==> config.mk <==
export PLATFORM = sky130hd
export DESIGN_NAME = ioSubsystem
export DESIGN_NICKNAME = d
export VERILOG_FILES = /design/src/hdl/ioMapPkg.sv /design/src/hdl/periphPkg.sv /design/src/hdl/ioBus.sv /design/src/hdl/uartCore.sv /design/src/hdl/pwmGen.sv /design/src/hdl/ioRegs.sv /design/src/hdl/ioSubsystem.sv
export SDC_FILE = /design/constraint.sdc
export NUM_CORES = 1
export LEC_CHECK = 0
export ABC_AREA = 1
export BUFFER_PORTS_ARGS = -buffer_cell sky130_fd_sc_hd__buf_2
export CORE_MARGIN = 1.5
export CORE_UTILIZATION = 53
export CTS_CLUSTER_DIAMETER = 150
export DETAILED_ROUTE_END_ITERATION = 10
export HOLD_SLACK_MARGIN = 0.1
export PLACE_DENSITY = 0.86
export SYNTH_ARGS = -nofsm -noshare
export SYNTH_HDL_FRONTEND = slang
export SYNTH_SLANG_ARGS = --single-unit
export TNS_END_PERCENT = 5
==> constraint.sdc <==
create_clock -name clk -period 2.76 [get_ports clk]
set_clock_uncertainty 0.1 [all_clocks]
set_input_delay 0.276 -clock clk [delete_from_list [all_inputs] [get_ports clk]]
set_output_delay 0.276 -clock clk [all_outputs]
set_load 0.01 [all_outputs]
==> src/hdl/ioMapPkg.sv <==
// I/O map of the peripheral block. Offsets are byte offsets within the I/O area
// and every register is one 32-bit word. Vectors are word-aligned handler addresses.
package ioMapPkg;

	typedef logic [31:0] busData_t;		// Bus data word
	typedef logic [7:0]  busAddr_t;		// Byte offset in I/O area
	typedef logic [29:0] vector_t;		// Handler address [31:2]
	typedef logic [3:0]  irqEnable_t;	// One enable per source
	typedef logic [1:0]  vecSel_t;		// Vector table index

	//////////////////////////////////////////////////
	// Register offsets
	localparam busAddr_t uartDataOff   = 8'h00;	// RX byte on read, TX on write
	localparam busAddr_t uartFlagsOff  = 8'h04;
	localparam busAddr_t pwmDutyOff    = 8'h20;	// Write only
	localparam busAddr_t timerOff      = 8'h60;
	localparam busAddr_t irqEnableOff  = 8'hE0;
	localparam busAddr_t irqVectorBase = 8'hF0;	// Three words

	// Enable register bits
	localparam int irqRxBit    = 0;
	localparam int irqTxBit    = 1;
	localparam int irqPwmBit   = 2;
	localparam int irqCtrlCBit = 3;

	// Vector table slots
	localparam vecSel_t vecCtrlC = 2'd0;
	localparam vecSel_t vecUart  = 2'd1;
	localparam vecSel_t vecPwm   = 2'd2;

	// Flags word bits
	localparam int flagRxValid   = 0;
	localparam int flagTxReady   = 1;
	localparam int flagFrameErr  = 2;
	localparam int flagRxOverrun = 3;
	localparam int flagCtrlC     = 4;
	localparam int flagPwm       = 5;

endpackage

==> src/hdl/periphPkg.sv <==
// Serial frame and PWM constants. The UART is 8N1 only.
// The divider default suits the target clock and is overridden per instance.
package periphPkg;

	//////////////////////////////////////////////////
	// UART
	typedef logic [7:0] uartByte_t;		// One data byte

	localparam int defaultDivider = 208;	// Clocks per bit

	localparam uartByte_t ctrlCCode = 8'h03;	// ETX from the terminal

	// Receiver sequence
	typedef enum logic {
		rxIdle,		// Waiting for a start bit
		rxShift		// Data bits, then stop bit
	} rxState_t;

	//////////////////////////////////////////////////
	// PWM
	typedef logic [7:0] pwmCount_t;

	// Terminal count
	// 181 clocks per period
	localparam pwmCount_t pwmTop = 8'd180;

endpackage

==> src/hdl/ioBus.sv <==
// Decoded strobes from the register block to the peripherals.
// All strobes are single-cycle and qualified by the bus write or read.
interface ioBus;
	import ioMapPkg::*;

	logic     uartTx;	// Load TX byte, start frame
	logic     uartRd;	// RX byte read, clear flags
	logic     pwmWr;	// New duty into holding reg
	busData_t wdata;	// Bus write data

	// Register block drives everything
	modport regs (
		output uartTx, uartRd, pwmWr, wdata
	);

	modport uart (
		input uartTx, uartRd, wdata
	);

	modport pwm (
		input pwmWr, wdata
	);

endinterface

==> src/hdl/uartCore.sv <==
// 8N1 UART with a fixed divider. A TX write while busy restarts the frame.
// rxd is resynchronized here. The divider must be 4 or more.
module uartCore #(
	parameter int divider = periphPkg::defaultDivider	// Clocks per bit
) (
	input  logic                 clk,
	input  logic                 reset,
	input  logic                 rxd,
	ioBus.uart                   bus,
	output periphPkg::uartByte_t rxByte,
	output logic                 rxValid,
	output logic                 rxOverrun,
	output logic                 frameErr,
	output logic                 txReady,
	output logic                 txd
);
	import periphPkg::*;

	localparam int divBits = $clog2(divider);

	//////////////////////////////////////////////////
	// Transmitter
	uartByte_t          txByte;
	logic [divBits-1:0] txDiv;		// Bit time
	logic [8:0]         txSh;		// Data plus start bit
	logic [3:0]         txBits;		// Bits left, 0 is idle
	logic               txTick;

	assign txByte = bus.wdata[7:0];
	assign txTick = (txDiv == divBits'(divider - 1));

	always_ff @(posedge clk or posedge reset) begin
		if (reset) begin
			txDiv  <= '0;
			txSh   <= '1;		// Line idles high
			txBits <= '0;
		end else if (bus.uartTx) begin
			txDiv  <= '0;
			txSh   <= {txByte, 1'b0};	// Start bit out first
			txBits <= 4'd10;		// Start, 8 data, stop
		end else begin
			txDiv <= txTick ? '0 : txDiv + 1'b1;
			if (txTick) begin
				txSh <= {1'b1, txSh[8:1]};	// Ones fill in as stop bit
				if (txBits != 4'd0)
					txBits <= txBits - 1'b1;
			end
		end
	end

	assign txd     = txSh[0];
	assign txReady = (txBits == 4'd0);

	//////////////////////////////////////////////////
	// Receiver
	logic [1:0]         rxSync;		// Two-flop synchronizer
	logic               rxBit;
	logic [divBits-1:0] rxDiv;
	logic               rxSample;	// Middle of bit
	rxState_t           rxState;
	uartByte_t          rxSh;
	logic [3:0]         rxCnt;		// Samples taken in frame
	logic               rxDone;
	logic               rxStop;		// Stop bit of last byte
	logic [1:0]         rxFlags;	// {overrun, valid}

	assign rxBit = rxSync[1];

	always_ff @(posedge clk or posedge reset) begin
		if (reset) begin
			rxSync <= 2'b11;
			rxDiv  <= '0;
		end else begin
			rxSync <= {rxSync[0], rxd};
			// Realign on every line edge
			if ((rxSync[1] ^ rxSync[0]) || (rxDiv == divBits'(divider - 1)))
				rxDiv <= '0;
			else
				rxDiv <= rxDiv + 1'b1;
		end
	end

	assign rxSample = (rxDiv == divBits'(divider / 2 - 1));
	assign rxDone   = (rxState == rxShift) && rxSample && (rxCnt == 4'd8);

	always_ff @(posedge clk or posedge reset) begin
		if (reset) begin
			rxState <= rxIdle;
			rxCnt   <= '0;
		end else begin
			case (rxState)
				rxIdle: if (rxSample && !rxBit) begin	// Low at mid start bit
					rxState <= rxShift;
					rxCnt   <= '0;
				end
				rxShift: if (rxSample) begin
					rxCnt <= rxCnt + 1'b1;
					if (rxCnt == 4'd8)
						rxState <= rxIdle;	// Stop bit taken
				end
			endcase
		end
	end

	// LSB first
	always_ff @(posedge clk) begin
		if (rxState == rxShift && rxSample && rxCnt != 4'd8)
			rxSh <= {rxBit, rxSh[7:1]};
		if (rxDone)
			rxByte <= rxSh;
	end

	always_ff @(posedge clk or posedge reset) begin
		if (reset) begin
			rxStop  <= 1'b1;
			rxFlags <= '0;
		end else if (rxDone) begin
			rxStop  <= rxBit;
			rxFlags <= {rxFlags[0], 1'b1};	// Old valid becomes overrun
		end else if (bus.uartRd) begin
			rxFlags <= '0;
		end
	end

	assign rxValid   = rxFlags[0];
	assign rxOverrun = rxFlags[1];
	assign frameErr  = ~rxStop;

endmodule

==> src/hdl/pwmGen.sv <==
// PWM with a fixed 181-clock period. A new duty takes effect at the next
// terminal count. Duties above the period keep the output high.
module pwmGen (
	input  logic clk,
	input  logic reset,
	ioBus.pwm    bus,
	output logic pwmOut,
	output logic pwmFlag
);
	import periphPkg::*;

	pwmCount_t pwmCnt;		// Period counter
	pwmCount_t pwmDuty;		// Holding reg, bus side
	pwmCount_t pwmCmp;		// Compare value in use
	logic      pwmTc;
	logic      pwmZc;

	assign pwmTc = (pwmCnt == pwmTop);
	assign pwmZc = (pwmCnt == '0);

	always_ff @(posedge clk or posedge reset) begin
		if (reset) begin
			pwmCnt  <= '0;
			pwmDuty <= '0;
			pwmCmp  <= '0;
		end else begin
			pwmCnt <= pwmTc ? '0 : pwmCnt + 1'b1;
			if (bus.pwmWr)
				pwmDuty <= bus.wdata[7:0];
			if (pwmTc)
				pwmCmp <= pwmDuty;	// Swap only between periods
		end
	end

	// High over counts 1..duty, compare wins so duty 0 stays low
	always_ff @(posedge clk or posedge reset) begin
		if (reset) begin
			pwmOut  <= 1'b0;
			pwmFlag <= 1'b0;
		end else begin
			pwmOut  <= (pwmCnt == pwmCmp) ? 1'b0 : (pwmZc ? 1'b1 : pwmOut);
			pwmFlag <= pwmZc ? 1'b1 : (bus.pwmWr ? 1'b0 : pwmFlag);	// Period start
		end
	end

endmodule

==> src/hdl/ioRegs.sv <==
// Register block of the I/O area: decode, read mux, timer and interrupts.
// Reads are combinational from busAddr. Unmapped and write-only offsets read 0.
// The vector table has no reset and must be written before irq is enabled.
module ioRegs (
	input  logic                 clk,
	input  logic                 reset,
	input  ioMapPkg::busAddr_t   busAddr,
	input  ioMapPkg::busData_t   busWdata,
	input  logic                 busWr,
	input  logic                 busRd,
	output ioMapPkg::busData_t   busRdata,
	ioBus.regs                   bus,
	input  periphPkg::uartByte_t rxByte,
	input  logic                 rxValid,
	input  logic                 rxOverrun,
	input  logic                 frameErr,
	input  logic                 txReady,
	input  logic                 pwmFlag,
	output logic                 irq,
	output ioMapPkg::vector_t    ivector
);
	import ioMapPkg::*;
	import periphPkg::*;

	busData_t   timer;			// Free-running cycle count
	irqEnable_t irqEn;
	vector_t    vecTable [3];
	busAddr_t   vecOff;			// Offset into vector table
	logic       vecHit;
	vecSel_t    vecIdx;
	busData_t   flagsWord;
	logic       ctrlC;
	logic       ctrlCPend, uartPend, pwmPend;
	vecSel_t    vecSel;

	//////////////////////////////////////////////////
	// Decode
	assign bus.uartTx = busWr && (busAddr == uartDataOff);
	assign bus.uartRd = busRd && (busAddr == uartDataOff);
	assign bus.pwmWr  = busWr && (busAddr == pwmDutyOff);
	assign bus.wdata  = busWdata;

	// Offsets below the table wrap to large values
	assign vecOff = busAddr - irqVectorBase;
	assign vecHit = (vecOff < 8'd12) && (vecOff[1:0] == 2'b00);
	assign vecIdx = vecOff[3:2];

	always_ff @(posedge clk or posedge reset) begin
		if (reset) begin
			timer <= '0;
			irqEn <= '0;
		end else begin
			timer <= timer + 1'b1;
			if (busWr && busAddr == irqEnableOff)
				irqEn <= busWdata[3:0];
		end
	end

	always_ff @(posedge clk) begin
		if (busWr && vecHit)
			vecTable[vecIdx] <= busWdata[31:2];	// Word aligned
	end

	//////////////////////////////////////////////////
	// Read mux
	assign ctrlC = rxValid && (rxByte == ctrlCCode);	// Unread ctrl-C

	always_comb begin
		flagsWord                = '0;
		flagsWord[flagRxValid]   = rxValid;
		flagsWord[flagTxReady]   = txReady;
		flagsWord[flagFrameErr]  = frameErr;
		flagsWord[flagRxOverrun] = rxOverrun;
		flagsWord[flagCtrlC]     = ctrlC;
		flagsWord[flagPwm]       = pwmFlag;
	end

	always_comb begin
		busRdata = '0;
		case (busAddr)
			uartDataOff:  busRdata = busData_t'(rxByte);
			uartFlagsOff: busRdata = flagsWord;
			timerOff:     busRdata = timer;
			irqEnableOff: busRdata = busData_t'(irqEn);
			default: if (vecHit) busRdata = {vecTable[vecIdx], 2'b00};
		endcase
	end

	//////////////////////////////////////////////////
	// Interrupts
	assign ctrlCPend = irqEn[irqCtrlCBit] && ctrlC;
	assign uartPend  = (irqEn[irqRxBit] && rxValid) || (irqEn[irqTxBit] && txReady);
	assign pwmPend   = irqEn[irqPwmBit] && pwmFlag;

	assign irq = ctrlCPend || uartPend || pwmPend;

	// Ctrl-C first, then UART, then PWM
	assign vecSel  = ctrlCPend ? vecCtrlC : (uartPend ? vecUart : vecPwm);
	assign ivector = vecTable[vecSel];

endmodule

==> src/hdl/ioSubsystem.sv <==
// Peripheral block top. One clock domain, single-cycle bus strobes
// and no wait states. busRdata is valid in the cycle of the read.
module ioSubsystem #(
	parameter int divider = periphPkg::defaultDivider	// UART clocks per bit
) (
	input  logic               clk,
	input  logic               reset,
	input  ioMapPkg::busAddr_t busAddr,
	input  ioMapPkg::busData_t busWdata,
	input  logic               busWr,
	input  logic               busRd,
	input  logic               rxd,
	output ioMapPkg::busData_t busRdata,
	output logic               txd,
	output logic               pwmOut,
	output logic               irq,
	output ioMapPkg::vector_t  ivector
);
	import periphPkg::*;

	ioBus bus ();

	// Status back to the register block
	uartByte_t rxByte;
	logic      rxValid, rxOverrun, frameErr, txReady;
	logic      pwmFlag;

	ioRegs ioRegs_i (
		.clk(clk), .reset(reset),
		.busAddr(busAddr), .busWdata(busWdata), .busWr(busWr), .busRd(busRd),
		.busRdata(busRdata), .bus(bus.regs),
		.rxByte(rxByte), .rxValid(rxValid), .rxOverrun(rxOverrun),
		.frameErr(frameErr), .txReady(txReady), .pwmFlag(pwmFlag),
		.irq(irq), .ivector(ivector)
	);

	uartCore #(.divider(divider)) uartCore_i (
		.clk(clk), .reset(reset), .rxd(rxd), .bus(bus.uart),
		.rxByte(rxByte), .rxValid(rxValid), .rxOverrun(rxOverrun),
		.frameErr(frameErr), .txReady(txReady), .txd(txd)
	);

	pwmGen pwmGen_i (
		.clk(clk), .reset(reset), .bus(bus.pwm),
		.pwmOut(pwmOut), .pwmFlag(pwmFlag)
	);

endmodule

==> metrics <==
Worst-path clk slew 0.06 ns; status finished clean; Reg power frac 0.490; gr usage total 0.278; Synth cell types 36; fin crit period 2.61 ns; CTS tree yes; min-delay worst type input port to async pin; CTS root buffer clkbuf_16; Detailed Place HPWL 18.5 mm; slew margin rel. 0.622; Synth top area share 0.315; DRC 0; yosys warns 0; Congestion Overflow GR 0; Post-Syn Instances 1144; Largest regs ioRegs_i.vecTable: 90 flops, ioRegs_i.timer: 32 flops, uartCore_i.txSh: 9 flops; max-cap check violation count 0; initial cell density of the core 0.540; post-synth top area cell edfxtp_1; I/O Pins 110; latest clock arrival within the worst-skew pair 0.50 ns; nets@finish 1346; flops & latches, synth 207; DR vias/cell 5.69; worst-path fanout max 31; RSZ-0062 raised after global routing false; ratio of cells with drive above 1 in the final layout 0.164; global-route wire length before repair 43.5 mm; max reg flops 90; I/O Buffers 109; die area 19900 um2; met3 Resource Use GR 0.0435; Max Root-Sink Buffers 3; CTS Buf Count 22; R2R depth 8; DP Cell Count 1467; Switch Pwr 1.66 mW; Final Hold Viols 0; number of global-route vias before repair 8672; clock share of power 0.420; Die X 141 um; Avg WL per Cell 17.5 um; Biggest register ioRegs_i.vecTable; CP startpoint kind flip-flop; sequential share of the synthesized area 0.567; Power Dens Cells 584 nW/um2; Final Slew Violations 0; initial antenna violation count 0; Worst IR Drop VDD 630 uV; synthesis-to-layout area growth 19.1%; CP arrival 2.24 ns; Reg2Reg Capture Point uartCore_i.txBits[0]$_DFFE_PP0P_; most frequent cells in the layout 344 x nand2_1, 176 x nand3_1, 109 x buf_2; CP Data Required Time 2.38 ns; Antenna Cells 0; layer with the highest usage met2; Int Power 5.37 mW; FP Rows 50; met2 Track Usage GR 0.479; Fmax 383 MHz; Crit. End Element output port; Clock Sinks 207; Final Power 7.03 mW; grt met1 use 0.345; worst setup path class flip-flop to output port; Worst Tran Pin Value 0.561 ns; final setup TNS 0 ns; post-route ant nets 0; vias post-DR 8768; syn nets 1198; commonest non-fill, non-tap cell in the layout nand2_1; most area-consuming cells after synthesis edfxtp_1 31%, dfrtp_1 22%, nand2_1 13%; H-tree depth 1; GPL Wtd Cong 0.953; Routed WL 27.0 mm; Cell Count, Final, Fillers Out 1542; Net Sw Frac 0.236; post-route worst setup slack 0.148 ns; worst r2r src uartCore_i.txDiv[0]$_DFF_PP0_; Die Y 141 um; Mean Syn Cell Area 8.83 um2; Core ar. 18700 um2; largest net degree at the start of global routing 62; synthesized cell area 10100 um2; Iter 0 DRT Violations 1018; combinational group share of total power 0.089; post-route clock period utilization 0.946; multi-input logic area 3830 um2; Worst R2R Setup Slack 0.72 ns; LEAKAGE 5.43 nW; drt first pass iters 5; Final setup viols 0; Register Area 5730 um2; Fillers 1435; pre-CTS setup slack 0.494 ns; Fin Hold WS 0.212 ns
[cell usage after synthesis, drive strengths merged]
master,n
inv,97
o211ai,2
and2,1
o21ai,57
or2,1
nand2,347
and3,1
edfxtp,106
nor3,18
dfstp,12
ha,9
xnor2,13
a31oi,1
nor2,97
nand3b,4
o21bai,1
buf,19
dfrtp,89
a21oi,30
nand4,13
nor3b,2
xor2,19
nand3,183
clkbuf,22
[area by class of cell]
cell class,count,area share
clock inverter,8,0.00603
sequential,207,0.476
clock buffer,32,0.0550
inverter,97,0.0305
timing repair buffer,165,0.0906
tap,234,0.0243
multi-input combinational,799,0.318
[power groups by stage]
| stage | Combinational, mW | Sequential [mW] | Clock [mW] |
|---|---|---|---|
| floorplan | 0.393 | 3.48 | 0 |
| global placement | 0.555 | 3.50 | 0 |
| detailed placement | 0.578 | 3.50 | 0 |
| CTS | 0.626 | 3.45 | 2.98 |
| global route | 0.713 | 3.46 | 3.11 |
| finish | 0.628 | 3.45 | 2.96 |
[metrics by stage]
step                      utilization  cell area, um2
after floorplan                     -           10100
after global placement          0.585           10900
after detailed placement        0.585           10900
after CTS                       0.643           12000
after global routing            0.643           12000
final                           0.643           12000
[worst max-delay path, stage by stage (launching register included)]
cell and delay (ns):
edfxtp_1 0.41, or2_2 0.34, nor3_4 0.19, buf_6 0.30, nand3_1 0.15, nand3_1 0.18
buf_2 0.16
[repair_timing]
action	in CTS	in global routing
gates resized for setup	0	3
endpoints found under the hold margin	180	0
setup buffers	0	0
hold buffers	35	0
endpoints found under the setup margin	0	4
[how the worst max path moves through the flow]
| stage | end | depth (start not counted) | from | slack [ns] |
|---|---|---|---|---|
| floorplan | ioRegs_i.vecTable[2][0]$_DFFE_PP_ | 5 | busAddr[1] | -0.78 |
| CTS | ivector[1] | 6 | uartCore_i.rxByte[3]$_DFFE_PP_ | 0.07 |
| finish | ivector[1] | 6 | uartCore_i.rxByte[3]$_DFFE_PP_ | 0.15 |
| global route | ivector[29] | 8 | uartCore_i.txBits[1]$_DFFE_PP0P_ | 0.03 |
| global placement | busRdata[16] | 8 | busAddr[1] | 0.55 |
| detailed placement | busRdata[8] | 9 | busAddr[1] | 0.49 |
[layer usage]
metal  routed length (um)  part of all wire
met5                    0                 0
met4                 1210             0.045
met3                 2520             0.093
met2                13200              0.49
met1                10100              0.37
[cell families after synthesis]
logic type | count (synthesis) | synth area share
and+or+nand+nor | 667 | 0.290
AOI/OAI and AO/OA | 91 | 0.0474
adders and majority gates | 9 | 0.0111
buffers and inverters | 138 | 0.0574
DFF | 207 | 0.567
xor gates and xnor gates | 32 | 0.0277
No activity file was read; power rests on OpenSTA's default activity.
